[src/rp_defines.svh]
`ifndef RP_DEFINES_SVH
`define RP_DEFINES_SVH

// stream widths
`define RP_ADC_W      16  // raw ADC word, two reserved LSBs
`define RP_DAT_W      14  // sample width, ADC and DAC

// system bus
`define RP_AW         32
`define RP_DW         32
`define RP_REG_W      20  // offset bits inside one 1 MiB region
`define RP_REGIONS    8

// proportional controller
`define RP_GAIN_W     16  // signed gain
`define RP_GAIN_SHIFT 12  // 4096 is unity

`define RP_HK_ID      32'h5250_0001  // housekeeping offset 0

`endif
[src/rp_pkg.sv]
`default_nettype none
`include "rp_defines.svh"

package rp_pkg;

  // bus regions, decoded from addr[22:20]
  typedef enum logic [2:0] {
    REGION_HK   = 3'd0,  // housekeeping
    REGION_GEN  = 3'd1,  // level generator
    REGION_CTRL = 3'd2   // proportional controller
  } region_e;            // 3..7 unmapped

  typedef logic signed [`RP_DAT_W-1:0]  sample_t;  // one stream sample
  typedef logic signed [`RP_GAIN_W-1:0] gain_t;

  // negative slope code <-> two's complement, same in both directions
  function automatic logic [`RP_DAT_W-1:0] neg_slope(input logic [`RP_DAT_W-1:0] d);
    return {d[`RP_DAT_W-1], ~d[`RP_DAT_W-2:0]};  // msb kept, rest inverted
  endfunction

endpackage

`default_nettype wire

[src/sys_bus_if.sv]
`default_nettype none
`include "rp_defines.svh"

// plain strobe bus, ack one cycle after wen/ren
interface sys_bus_if;

  logic [`RP_AW-1:0] addr;
  logic [`RP_DW-1:0] wdata;
  logic              wen;    // one cycle pulse
  logic              ren;    // one cycle pulse
  logic [`RP_DW-1:0] rdata;  // valid with ack on reads
  logic              err;
  logic              ack;

  modport master (
    output addr, wdata, wen, ren,
    input  rdata, err, ack
  );

  modport slave (
    input  addr, wdata, wen, ren,
    output rdata, err, ack
  );

endinterface

`default_nettype wire

[src/rp_top.sv]
`default_nettype none
`include "rp_defines.svh"

module rp_top (
  input  wire logic                 rst_i,
  input  wire logic                 adc_clk,
  // system bus
  input  wire logic [`RP_AW-1:0]    sys_addr_i,
  input  wire logic [`RP_DW-1:0]    sys_wdata_i,
  input  wire logic                 sys_wen_i,
  input  wire logic                 sys_ren_i,
  output logic      [`RP_DW-1:0]    sys_rdata_o,
  output logic                      sys_err_o,
  output logic                      sys_ack_o,
  // ADC
  input  wire logic [`RP_ADC_W-1:0] adc_dat_a_i,
  input  wire logic [`RP_ADC_W-1:0] adc_dat_b_i,
  // DAC
  output logic      [`RP_DAT_W-1:0] dac_dat_a_o,
  output logic      [`RP_DAT_W-1:0] dac_dat_b_o,
  // LED
  output logic      [7:0]           led_o
);

  rp_pkg::sample_t adc_a, adc_b;    // converted ADC or loopback
  rp_pkg::sample_t gen_a, gen_b;    // constant levels
  rp_pkg::sample_t ctrl_a, ctrl_b;  // controller outputs
  rp_pkg::sample_t dac_a, dac_b;    // saturated sums
  logic            digital_loop;

  sys_bus_if bus_m    ();
  sys_bus_if bus_hk   ();
  sys_bus_if bus_gen  ();
  sys_bus_if bus_ctrl ();

  //////////////////////////////////////////////////////////////////////
  // system bus
  //////////////////////////////////////////////////////////////////////

  assign bus_m.addr  = sys_addr_i;
  assign bus_m.wdata = sys_wdata_i;
  assign bus_m.wen   = sys_wen_i;
  assign bus_m.ren   = sys_ren_i;
  assign sys_rdata_o = bus_m.rdata;
  assign sys_err_o   = bus_m.err;
  assign sys_ack_o   = bus_m.ack;

  sys_bus_decoder u_dec (
    .rst_i      (rst_i),
    .adc_clk    (adc_clk),
    .bus_m      (bus_m),
    .bus_hk_o   (bus_hk),    // region 0
    .bus_gen_o  (bus_gen),   // region 1
    .bus_ctrl_o (bus_ctrl)   // region 2
  );

  house_keeping u_hk (
    .rst_i          (rst_i),
    .adc_clk        (adc_clk),
    .bus            (bus_hk),
    .led_o          (led_o),
    .digital_loop_o (digital_loop)
  );

  //////////////////////////////////////////////////////////////////////
  // analog path, ADC -> controller -> DAC
  //////////////////////////////////////////////////////////////////////

  adc_front u_adc (
    .adc_dat_a_i    (adc_dat_a_i),
    .adc_dat_b_i    (adc_dat_b_i),
    .rst_i          (rst_i),
    .adc_clk        (adc_clk),
    .digital_loop_i (digital_loop),
    .dac_a_i        (dac_a),
    .dac_b_i        (dac_b),
    .adc_a_o        (adc_a),
    .adc_b_o        (adc_b)
  );

  level_gen u_gen (
    .rst_i   (rst_i),
    .adc_clk (adc_clk),
    .bus     (bus_gen),
    .gen_a_o (gen_a),
    .gen_b_o (gen_b)
  );

  prop_ctrl u_ctrl (
    .rst_i    (rst_i),
    .adc_clk  (adc_clk),
    .bus      (bus_ctrl),
    .adc_a_i  (adc_a),
    .adc_b_i  (adc_b),
    .ctrl_a_o (ctrl_a),
    .ctrl_b_o (ctrl_b)
  );

  dac_back u_dac (
    .rst_i       (rst_i),
    .adc_clk     (adc_clk),
    .gen_a_i     (gen_a),
    .gen_b_i     (gen_b),
    .ctrl_a_i    (ctrl_a),
    .ctrl_b_i    (ctrl_b),
    .dac_a_o     (dac_a),
    .dac_b_o     (dac_b),
    .dac_dat_a_o (dac_dat_a_o),
    .dac_dat_b_o (dac_dat_b_o)
  );

endmodule

`default_nettype wire

[src/dac_back.sv]
`default_nettype none
`include "rp_defines.svh"

module dac_back (
  input  wire logic            rst_i,
  input  wire logic            adc_clk,
  input  wire rp_pkg::sample_t gen_a_i,
  input  wire rp_pkg::sample_t gen_b_i,
  input  wire rp_pkg::sample_t ctrl_a_i,
  input  wire rp_pkg::sample_t ctrl_b_i,
  output rp_pkg::sample_t      dac_a_o,     // saturated sum, also the loopback source
  output rp_pkg::sample_t      dac_b_o,
  output logic [`RP_DAT_W-1:0] dac_dat_a_o, // negative slope code to the pins
  output logic [`RP_DAT_W-1:0] dac_dat_b_o
);

  logic signed [`RP_DAT_W:0] sum [2];  // one guard bit
  rp_pkg::sample_t           sat [2];

  assign sum[0] = gen_a_i + ctrl_a_i;
  assign sum[1] = gen_b_i + ctrl_b_i;

  // overflow when the two top bits differ
  always_comb begin
    for (int i = 0; i < 2; i++) begin
      if (^sum[i][`RP_DAT_W -: 2])
        sat[i] = {sum[i][`RP_DAT_W], {(`RP_DAT_W-1){~sum[i][`RP_DAT_W]}}};
      else
        sat[i] = sum[i][`RP_DAT_W-1:0];
    end
  end

  assign dac_a_o = sat[0];
  assign dac_b_o = sat[1];

  // output register
  always_ff @(posedge adc_clk) begin
    if (rst_i) begin
      dac_dat_a_o <= 14'h1FFF;  // code for 0
      dac_dat_b_o <= 14'h1FFF;
    end else begin
      dac_dat_a_o <= rp_pkg::neg_slope(sat[0]);
      dac_dat_b_o <= rp_pkg::neg_slope(sat[1]);
    end
  end

endmodule

`default_nettype wire

[src/prop_ctrl.sv]
`default_nettype none
`include "rp_defines.svh"

module prop_ctrl (
  input  wire logic            rst_i,
  input  wire logic            adc_clk,
  sys_bus_if.slave             bus,
  input  wire rp_pkg::sample_t adc_a_i,
  input  wire rp_pkg::sample_t adc_b_i,
  output rp_pkg::sample_t      ctrl_a_o,
  output rp_pkg::sample_t      ctrl_b_o
);

  localparam int PW = `RP_DAT_W + `RP_GAIN_W;  // full product width
  localparam int SW = PW - `RP_GAIN_SHIFT;     // product after the shift

  rp_pkg::gain_t        gain   [2];  // index 0 is channel A
  rp_pkg::sample_t      din    [2];
  logic signed [PW-1:0] prod   [2];  // stage one
  logic signed [SW-1:0] scaled [2];
  rp_pkg::sample_t      sat    [2];
  rp_pkg::sample_t      dout   [2];  // stage two
  logic [`RP_REG_W-1:0] off;

  assign off     = bus.addr[`RP_REG_W-1:0];
  assign bus.err = 1'b0;
  assign din[0]  = adc_a_i;
  assign din[1]  = adc_b_i;

  //////////////////////////////////////////////////////////////////////
  // gain registers, 0x0 channel A and 0x4 channel B
  //////////////////////////////////////////////////////////////////////

  always_ff @(posedge adc_clk) begin
    if (rst_i) begin
      gain[0]   <= '0;
      gain[1]   <= '0;
      bus.ack   <= 1'b0;
      bus.rdata <= '0;
    end else begin
      bus.ack <= bus.wen | bus.ren;

      if (bus.wen) begin
        case (off)
          'h0:     gain[0] <= rp_pkg::gain_t'(bus.wdata[`RP_GAIN_W-1:0]);
          'h4:     gain[1] <= rp_pkg::gain_t'(bus.wdata[`RP_GAIN_W-1:0]);
          default: ;
        endcase
      end

      if (bus.ren) begin
        case (off)
          'h0:     bus.rdata <= {{(`RP_DW-`RP_GAIN_W){gain[0][`RP_GAIN_W-1]}}, gain[0]};
          'h4:     bus.rdata <= {{(`RP_DW-`RP_GAIN_W){gain[1][`RP_GAIN_W-1]}}, gain[1]};
          default: bus.rdata <= '0;
        endcase
      end
    end
  end

  //////////////////////////////////////////////////////////////////////
  // multiply, shift, saturate
  //////////////////////////////////////////////////////////////////////

  always_comb begin
    for (int i = 0; i < 2; i++) begin
      scaled[i] = SW'(prod[i] >>> `RP_GAIN_SHIFT);  // dropped MSBs are sign copies
      // top bits must all match the sign to fit in 14 bits
      if ((&scaled[i][SW-1:`RP_DAT_W-1]) || !(|scaled[i][SW-1:`RP_DAT_W-1]))
        sat[i] = scaled[i][`RP_DAT_W-1:0];
      else
        sat[i] = {scaled[i][SW-1], {(`RP_DAT_W-1){~scaled[i][SW-1]}}};  // clamp
    end
  end

  // two samples in flight per channel
  always_ff @(posedge adc_clk) begin
    if (rst_i) begin
      for (int i = 0; i < 2; i++) begin
        prod[i] <= '0;
        dout[i] <= '0;
      end
    end else begin
      for (int i = 0; i < 2; i++) begin
        prod[i] <= din[i] * gain[i];  // signed, full width
        dout[i] <= sat[i];
      end
    end
  end

  assign ctrl_a_o = dout[0];
  assign ctrl_b_o = dout[1];

endmodule

`default_nettype wire

[src/level_gen.sv]
`default_nettype none
`include "rp_defines.svh"

module level_gen (
  input  wire logic rst_i,
  input  wire logic adc_clk,
  sys_bus_if.slave  bus,
  output rp_pkg::sample_t gen_a_o,
  output rp_pkg::sample_t gen_b_o
);

  rp_pkg::sample_t      level_a;  // offset 0x0
  rp_pkg::sample_t      level_b;  // offset 0x4
  logic [`RP_REG_W-1:0] off;

  assign off     = bus.addr[`RP_REG_W-1:0];
  assign bus.err = 1'b0;

  always_ff @(posedge adc_clk) begin
    if (rst_i) begin
      level_a   <= '0;
      level_b   <= '0;
      bus.ack   <= 1'b0;
      bus.rdata <= '0;
    end else begin
      bus.ack <= bus.wen | bus.ren;

      // new level is live in the ack cycle
      if (bus.wen) begin
        case (off)
          'h0:     level_a <= rp_pkg::sample_t'(bus.wdata[`RP_DAT_W-1:0]);
          'h4:     level_b <= rp_pkg::sample_t'(bus.wdata[`RP_DAT_W-1:0]);
          default: ;
        endcase
      end

      if (bus.ren) begin
        case (off)  // sign extended readback
          'h0:     bus.rdata <= {{(`RP_DW-`RP_DAT_W){level_a[`RP_DAT_W-1]}}, level_a};
          'h4:     bus.rdata <= {{(`RP_DW-`RP_DAT_W){level_b[`RP_DAT_W-1]}}, level_b};
          default: bus.rdata <= '0;
        endcase
      end
    end
  end

  // constant level stream, one value per cycle
  assign gen_a_o = level_a;
  assign gen_b_o = level_b;

endmodule

`default_nettype wire

[src/adc_front.sv]
`default_nettype none
`include "rp_defines.svh"

module adc_front (
  input  wire logic [`RP_ADC_W-1:0] adc_dat_a_i,  // raw, negative slope
  input  wire logic [`RP_ADC_W-1:0] adc_dat_b_i,
  input  wire logic                 rst_i,
  input  wire logic                 adc_clk,
  input  wire logic                 digital_loop_i,
  input  wire rp_pkg::sample_t      dac_a_i,      // combinational DAC sums
  input  wire rp_pkg::sample_t      dac_b_i,
  output rp_pkg::sample_t           adc_a_o,
  output rp_pkg::sample_t           adc_b_o
);

  logic [`RP_DAT_W-1:0] raw_a;
  logic [`RP_DAT_W-1:0] raw_b;

  // input register, two reserved LSBs dropped
  always_ff @(posedge adc_clk) begin
    if (rst_i) begin
      raw_a <= 14'h1FFF;  // code for 0
      raw_b <= 14'h1FFF;
    end else begin
      raw_a <= adc_dat_a_i[`RP_ADC_W-1 -: `RP_DAT_W];
      raw_b <= adc_dat_b_i[`RP_ADC_W-1 -: `RP_DAT_W];
    end
  end

  // two's complement, or the DAC sums in loopback
  assign adc_a_o = digital_loop_i ? dac_a_i : rp_pkg::sample_t'(rp_pkg::neg_slope(raw_a));
  assign adc_b_o = digital_loop_i ? dac_b_i : rp_pkg::sample_t'(rp_pkg::neg_slope(raw_b));

endmodule

`default_nettype wire

[src/house_keeping.sv]
`default_nettype none
`include "rp_defines.svh"

module house_keeping (
  input  wire logic rst_i,
  input  wire logic adc_clk,
  sys_bus_if.slave  bus,
  output logic [7:0] led_o,
  output logic       digital_loop_o  // ADC inputs replaced by DAC sums
);

  logic [`RP_REG_W-1:0] off;

  assign off     = bus.addr[`RP_REG_W-1:0];
  assign bus.err = 1'b0;  // unknown offsets ack without err

  // register map
  //   0x0  ID word, read only
  //   0x4  bit 0 digital loop
  //   0x8  LED byte
  always_ff @(posedge adc_clk) begin
    if (rst_i) begin
      led_o          <= '0;
      digital_loop_o <= 1'b0;
      bus.ack        <= 1'b0;
      bus.rdata      <= '0;
    end else begin
      bus.ack <= bus.wen | bus.ren;

      if (bus.wen) begin
        case (off)
          'h4:     digital_loop_o <= bus.wdata[0];
          'h8:     led_o          <= bus.wdata[7:0];
          default: ;  // ID is not writable
        endcase
      end

      if (bus.ren) begin
        case (off)
          'h0:     bus.rdata <= `RP_HK_ID;
          'h4:     bus.rdata <= {{(`RP_DW-1){1'b0}}, digital_loop_o};
          'h8:     bus.rdata <= {{(`RP_DW-8){1'b0}}, led_o};
          default: bus.rdata <= '0;
        endcase
      end
    end
  end

endmodule

`default_nettype wire

[src/sys_bus_decoder.sv]
`default_nettype none
`include "rp_defines.svh"

module sys_bus_decoder (
  input  wire logic rst_i,
  input  wire logic adc_clk,
  sys_bus_if.slave  bus_m,       // from the bus master
  sys_bus_if.master bus_hk_o,
  sys_bus_if.master bus_gen_o,
  sys_bus_if.master bus_ctrl_o
);

  localparam int RSW = $clog2(`RP_REGIONS);  // region select bits

  rp_pkg::region_e req_region;  // region of the current strobe
  rp_pkg::region_e sel_region;  // region of the pending answer
  logic            req;
  logic            req_mapped;
  logic            umap_ack;    // local answer for holes in the map

  assign req        = bus_m.wen | bus_m.ren;
  assign req_region = rp_pkg::region_e'(bus_m.addr[`RP_REG_W +: RSW]);  // bits 31:23 ignored

  always_comb begin
    case (req_region)
      rp_pkg::REGION_HK,
      rp_pkg::REGION_GEN,
      rp_pkg::REGION_CTRL: req_mapped = 1'b1;
      default:             req_mapped = 1'b0;
    endcase
  end

  //////////////////////////////////////////////////////////////////////
  // request fan out
  //////////////////////////////////////////////////////////////////////

  assign bus_hk_o.addr    = bus_m.addr;
  assign bus_hk_o.wdata   = bus_m.wdata;
  assign bus_hk_o.wen     = bus_m.wen & (req_region == rp_pkg::REGION_HK);
  assign bus_hk_o.ren     = bus_m.ren & (req_region == rp_pkg::REGION_HK);

  assign bus_gen_o.addr   = bus_m.addr;
  assign bus_gen_o.wdata  = bus_m.wdata;
  assign bus_gen_o.wen    = bus_m.wen & (req_region == rp_pkg::REGION_GEN);
  assign bus_gen_o.ren    = bus_m.ren & (req_region == rp_pkg::REGION_GEN);

  assign bus_ctrl_o.addr  = bus_m.addr;
  assign bus_ctrl_o.wdata = bus_m.wdata;
  assign bus_ctrl_o.wen   = bus_m.wen & (req_region == rp_pkg::REGION_CTRL);
  assign bus_ctrl_o.ren   = bus_m.ren & (req_region == rp_pkg::REGION_CTRL);

  //////////////////////////////////////////////////////////////////////
  // response path
  //////////////////////////////////////////////////////////////////////

  always_ff @(posedge adc_clk) begin
    if (rst_i) begin
      sel_region <= rp_pkg::REGION_HK;
      umap_ack   <= 1'b0;
    end else begin
      if (req) sel_region <= req_region;  // held until the next strobe
      umap_ack <= req & ~req_mapped;
    end
  end

  // the answering slave acks exactly one cycle after its strobe
  always_comb begin
    case (sel_region)
      rp_pkg::REGION_HK: begin
        bus_m.rdata = bus_hk_o.rdata;
        bus_m.ack   = bus_hk_o.ack;
        bus_m.err   = bus_hk_o.err;
      end
      rp_pkg::REGION_GEN: begin
        bus_m.rdata = bus_gen_o.rdata;
        bus_m.ack   = bus_gen_o.ack;
        bus_m.err   = bus_gen_o.err;
      end
      rp_pkg::REGION_CTRL: begin
        bus_m.rdata = bus_ctrl_o.rdata;
        bus_m.ack   = bus_ctrl_o.ack;
        bus_m.err   = bus_ctrl_o.err;
      end
      default: begin
        bus_m.rdata = '0;        // unmapped reads return 0
        bus_m.ack   = umap_ack;
        bus_m.err   = umap_ack;  // err together with ack
      end
    endcase
  end

endmodule

`default_nettype wire

[config.mk]
export PLATFORM = sky130hd
export DESIGN_NAME = rp_top
export DESIGN_NICKNAME = d
export VERILOG_FILES = /design/src/rp_pkg.sv /design/src/sys_bus_if.sv /design/src/rp_top.sv /design/src/dac_back.sv /design/src/prop_ctrl.sv /design/src/level_gen.sv /design/src/adc_front.sv /design/src/house_keeping.sv /design/src/sys_bus_decoder.sv
export VERILOG_INCLUDE_DIRS = /design/src /design/src/src
export SDC_FILE = /design/constraint.sdc
export NUM_CORES = 2
export LEC_CHECK = 0
export BUFFER_PORTS_ARGS = -buffer_cell sky130_fd_sc_hd__buf_2
export CAP_MARGIN = 20
export CORE_MARGIN = 2
export CORE_UTILIZATION = 60
export DETAILED_ROUTE_END_ITERATION = 10
export GPL_ROUTABILITY_DRIVEN = 0
export GPL_TIMING_DRIVEN = 0
export PLACE_DENSITY = 0.76
export SLEW_MARGIN = 20
export SYNTH_ARGS = -nofsm -noshare
export SYNTH_HDL_FRONTEND = slang
export SYNTH_SLANG_ARGS = --single-unit
[constraint.sdc]
create_clock -name adc_clk -period 11.03 [get_ports adc_clk]
set_clock_uncertainty 0.05 [all_clocks]
set_input_delay 0.5515 -clock adc_clk [delete_from_list [all_inputs] [get_ports adc_clk]]
set_output_delay 0.5515 -clock adc_clk [all_outputs]
set_load 0.01 [all_outputs]
* Word-level counts from Yosys, hierarchy flattened
Memories as Yosys holds them, arrays and structs flattened.
Cells that the tools add are included.
** Operators by class
- $add $sub $neg :: 2
- Multiply operators :: 2
- Equality and inequality tests :: 6
- Mux-type cells :: 30
- Bitwise operators :: 26
- Reductions and logical operators :: 19
** Operators with widths (number)
- $pmux 32 s2 :: 2
- $mux 14 :: 8
- $pmux 32 s3 :: 1
- $pmux 31 s3 :: 1
- $mul 14x16->30 :: 2
- $mux 30 :: 2
- $not 13->13 :: 4
- $mux 16 :: 2
- $add 14x14->15 :: 2
- $eq 20x3->1 const B :: 1
- $eq 20x4->1 const B :: 1
- $logic_not 20->1 :: 1
- $mux 1 :: 13
- $or 1x1->1 :: 10
- $reduce_and 5->1 :: 2
- $reduce_or 5->1 :: 2
- $reduce_and 2->1 :: 4
- $and 1x1->1 :: 7
- $eq 3x1->1 const B :: 2
- $eq 3x2->1 const B :: 2
- $logic_not 3->1 :: 2
- $reduce_or 3->1 :: 2
- $not 1->1 :: 5
- $reduce_xor 2->1 :: 2
- 3 further kinds :: 5
** Word-level totals
- Register bits after elaboration :: 196
- RAM bits :: 120
- Bits of input ports :: 100
- Output and inout port bits :: 70
- Word-level logic and storage cells :: 104
- Memories kept :: 3
** Memories
- u_ctrl.prod :: depth 2, width 30, rd ports 2, clocked after Yosys merged registers in 0, wr ports 2, line prop_ctrl.sv:19 : logic signed [PW-1:0] prod [2];
- u_ctrl.gain :: depth 2, width 16, rd ports 2, clocked after Yosys merged registers in 0, wr ports 2, line prop_ctrl.sv:17 : rp_pkg::gain_t gain [2];
- u_ctrl.dout :: depth 2, width 14, rd ports 2, clocked after Yosys merged registers in 0, wr ports 2, line prop_ctrl.sv:22 : rp_pkg::sample_t dout [2];

* Depth between registers and ports, before layout
An unclocked memory read counts as a cell.
- Word-level depth :: 7
- Depth in mapped cells :: 42

* Hierarchy
Synthesis repeated with hierarchy kept, for this count alone.
** Second synthesis, totals
- Cell total of the unflattened synthesis :: 3349
- Area total of the unflattened synthesis :: 30037.6 um^2
** Modules (own cells, without submodules)
- prop_ctrl :: times used 1, cells an instance 2117, area an instance 20096.8 um^2
- dac_back :: times used 1, cells an instance 371, area an instance 2926.6 um^2
- sys_bus_decoder :: times used 1, cells an instance 375, area an instance 2686.3 um^2
- level_gen :: times used 1, cells an instance 242, area an instance 2175.8 um^2
- adc_front :: times used 1, cells an instance 118, area an instance 1084.8 um^2
- house_keeping :: times used 1, cells an instance 126, area an instance 1067.3 um^2

* Least setup slack after synthesis
No wires, ideal clock.
- Path type :: register -> register
- Start :: register u_gen.level_a[1] (netlist: u_gen.gen_a_o[1])
- End :: memory u_ctrl.prod[0][25] in the netlist's numbering
- Setup time :: 0.131 ns
- Arrival :: 9.485 ns
- Data required time :: 10.849 ns
- Setup slack :: 1.364 ns
- Stages on the path, launching flop included :: 41
- Path buffers :: 2
- Clock period less this slack :: 9.666 ns
- Cells stage by stage :: dfxtp_1 > ha_1 > a21o_1 > a21oi_1 > o21bai_1 > a2111o_1 > a41oi_1 > o31ai_1 > a21oi_1 > o21bai_1 > xor2_1 > ha_1 > nand2_1 > or3_1 > o22ai_1 > clkbuf_1 > a21oi_1 > mux2i_1 > (+5 left out) > inv_1 > fa_1 > fa_1 > fa_1 > inv_1 > fa_1 > inv_1 > ha_1 > a21o_1 > a21o_1 > a21o_1 > a2111o_1 > o211ai_1 > a21oi_1 > or3_1 > a31o_2 > a211oi_1 > nor3_1
** RTL lines
- start: declaration :: line level_gen.sv:12 : rp_pkg::sample_t level_a;
- start signal: assignment :: line level_gen.sv:31 : 'h0: level_a <= rp_pkg::sample_t'(bus.wdata[`RP_DAT_W-1:0]);
- end: declaration :: line prop_ctrl.sv:19

==> flow_metrics.env <==
export IMPL_via_count=20800
export IMPL_die_x_microns=214
export IMPL_grt_pass1_wl_microns=116000
export IMPL_clock_latency_ps=540
export IMPL_yosysSeqAreaShare=0.189
export IMPL_end_kind="register"
export IMPL_clock_path_buffers=3
export IMPL_port_buffers=138
export IMPL_cp_data_required_time_ps=11360
export IMPL_placedInstanceArea_sq_um=28000
export IMPL_arrival_ps=10990
export IMPL_syn_area_sq_um=26600
export IMPL_antenna_found_initial=5
export IMPL_grt_max_degree=17
export IMPL_setup_ws_ps=365
export IMPL_period_minus_slack_ps=10660
export IMPL_crit_path_max_incr_delay_ps=600
export IMPL_wirelength_microns=72000
export IMPL_overflow=0
export IMPL_yosysTopAreaCell="fa_1"
export IMPL_cts_tree="yes"
export IMPL_tightest_slew_ps=1450
export IMPL_clock_sinks=235
export IMPL_wire_per_inst_microns=19.6
export IMPL_cts_hold_buffers_added=0
export IMPL_first_global_vias=21700
export IMPL_die_area_sq_um=46000
export IMPL_cap_viol_max_count=0
export IMPL_post_route_period_util=0.967
export IMPL_grt_total_usage=0.321
export IMPL_cts_buffers=24
export IMPL_start_util=0.605
export IMPL_h_tree_depth=1
export IMPL_ys_top_cells_by_area="fa_1 33%, dfxtp_1 15%, ha_1 7.8%, inv_1 7.0%, and2_1 6.2%"
export IMPL_synth_edf_count=32
export IMPL_drtAntennaViolNets=0
export IMPL_viasPerCell=5.64
export IMPL_hold_depth=2
export IMPL_final_cell_count_no_fill=3680
export IMPL_yosys_register_bits=235
export IMPL_cp_max_fo=10
export IMPL_power_density_nw_per_um2=206
export IMPL_syn_avg_cell_area_sq_um=9.17
export IMPL_drive_above_1_share=0.108
export IMPL_yosysTopAreaCellShare=0.331
export IMPL_setup_violations=0
export IMPL_cp_common_cell="fa_1"
export IMPL_vdd_drop_max_mv=0.177
export IMPL_clkTransAtPathRegs_ps=70
export IMPL_drv_slew=0
export IMPL_num_rows=77
export IMPL_yosysUniqueCellTypes=76
export IMPL_dp_cells=3629
export IMPL_syn_instance_count=2899
export IMPL_synthArstFlopShare=0
export IMPL_r2r_cells=37
export IMPL_syn_nets=3605
export IMPL_nets=3775
export IMPL_dpl_worst_slack_ps=-189
export IMPL_leakage_nw=13.9
export IMPL_drtIter0Drc=2103
export IMPL_yosysWarnings=0
export IMPL_syn_to_final_growth_pct=9.44
export IMPL_synthFlopType="dfxtp_1"
export IMPL_postLayoutCellArea_sq_um=29100
export IMPL_clock_fmax_ghz=0.0938
export IMPL_start_kind="register"
export IMPL_crit_slowest_cell="fa_1"
export IMPL_core_sq_um=43900
export IMPL_critPathKind="register to register"
export IMPL_dpl_hpwl_microns=59800
export IMPL_outcome="finished, final reports clean"
export IMPL_root_buffer="clkbuf_16"
export IMPL_finalHoldViolCount=0
export IMPL_die_y_microns=214
export IMPL_dr_pass1_iters=7
export IMPL_slew_limit_headroom=0.0323
export IMPL_drc=0
export IMPL_ios=170
export IMPL_holdCritPathClass="input pin to register"
-- critical path, delay by kind of cell (launching register included) --
family	cells	cell delay, ps
adders and majority gates	9	4010
AOI/OAI and AO/OA	16	3590
buffers and inverters	5	740
xor gates and xnor gates	1	190
muxes	1	410
and+or+nand+nor	5	1090
DFF	1	410
-- through the flow --
stage | hold WS, ps | utilization | total power [mW] | TNS, ps
2_1_floorplan | 381 | - | 4.15 | 0
3_3_place_gp | 399 | 0.638 | 4.98 | -96.5
3_5_place_dp | 402 | 0.638 | 5.12 | -455
4_1_cts | 124 | 0.656 | 5.96 | 0
5_1_grt | 132 | 0.662 | 6.61 | -49.2
6_report | 137 | 0.662 | 6.00 | 0
-- metal layers --
layer  track usage  vias to the layer above  part of all wire
met5             0                        -           0.00057
met4         0.137                        6             0.048
met3        0.0532                      199             0.088
met2         0.517                      984              0.46
met1         0.434                    10200              0.41
li1              -                     9348                 -
-- power by group --
part	switching, mW	total [mW]	internal, mW
registers	0.0762	1.11	1.04
logic	2.37	4.07	1.70
clock network	0.363	0.814	0.451
total	2.81	6.00	3.19
-- sequential cells by signal, summed over array words and instances (netlist names) --
signal	flops
u_adc.raw_a	14
u_adc.raw_b	14
u_ctrl.bus.ack	1
u_ctrl.bus.rdata	16
u_ctrl.dout	28
u_ctrl.gain	32
u_ctrl.prod	36
u_dac.dac_dat_a_o	14
u_dac.dac_dat_b_o	14
u_dec.sel_region	3
u_dec.umap_ack	1
u_gen.bus.ack	1
u_gen.bus.rdata	14
u_gen.gen_a_o	14
u_gen.gen_b_o	14
u_hk.bus.ack	1
u_hk.bus.rdata	9
u_hk.digital_loop_o	1
u_hk.led_o	8
-- logic make-up (layout without fill, tap and decap cells) --
kind of cell / Yosys count / count (layout) / synth area share
AOI/OAI and AO/OA: 370 / 370 / 0.0881
xor gates and xnor gates: 71 / 71 / 0.0234
adders and majority gates: 606 / 606 / 0.410
buffers and inverters: 642 / 830 / 0.0935
DFF: 235 / 235 / 0.189
muxes: 66 / 66 / 0.0255
other: 0 / 1 / 0
and+or+nand+nor: 909 / 909 / 0.171
-- layout make-up --
type / instances / area, sq um
well taps: 592 / 741
fillers: 3492 / 14800
clock inverters: 18 / 154
flip-flops and latches: 235 / 5020
inverters: 497 / 1870
repair buffers: 144 / 736
clock buffers: 26 / 639
diodes: 1 / 2.50
multi-input cells: 2022 / 19300
plain buffers: 145 / 644
-- cell usage in the layout, fill, tap and decap left out, types with 57 or more instances in the layout --
cell type,n
and2_1,263
inv_1,494
clkbuf_1,99
buf_2,148
xnor2_1,57
ha_1,165
a21oi_1,141
or2_2,59
dfxtp_1,203
fa_1,440
nand2_1,300
nor2_1,152
-- synth_stat cells (32+ instances only) --
| cell type | number |
|---|---|
| a21o_1 | 47 |
| a21oi_1 | 142 |
| and2_1 | 263 |
| clkbuf_1 | 114 |
| dfxtp_1 | 203 |
| edfxtp_1 | 32 |
| fa_1 | 440 |
| ha_1 | 166 |
| inv_1 | 494 |
| mux2i_1 | 52 |
| nand2_1 | 300 |
| nand3_1 | 34 |
| nor2_1 | 153 |
| o21ai_0 | 48 |
| or2_2 | 59 |
| xnor2_1 | 57 |
-- timing repair --
action / in CTS / in global routing
pin swaps: 0 / 1
endpoints found under the setup margin: 5 / 21
resized for setup: 8 / 59
setup buffers: 0 / 6
-- final timing paths --
kind / from / endpoint / slack [ps]
max reg2reg: u_gen.gen_a_o[1] / u_ctrl.prod[0][25] / 370
min reg2reg: u_ctrl.prod[0][15] / u_ctrl.dout[0][3] / 410
max: u_gen.gen_a_o[1] / u_ctrl.prod[0][25] / 370
min: adc_dat_b_i[13] / u_adc.raw_b[11] / 140
Note: power is estimated with default switching activity, not from simulation.
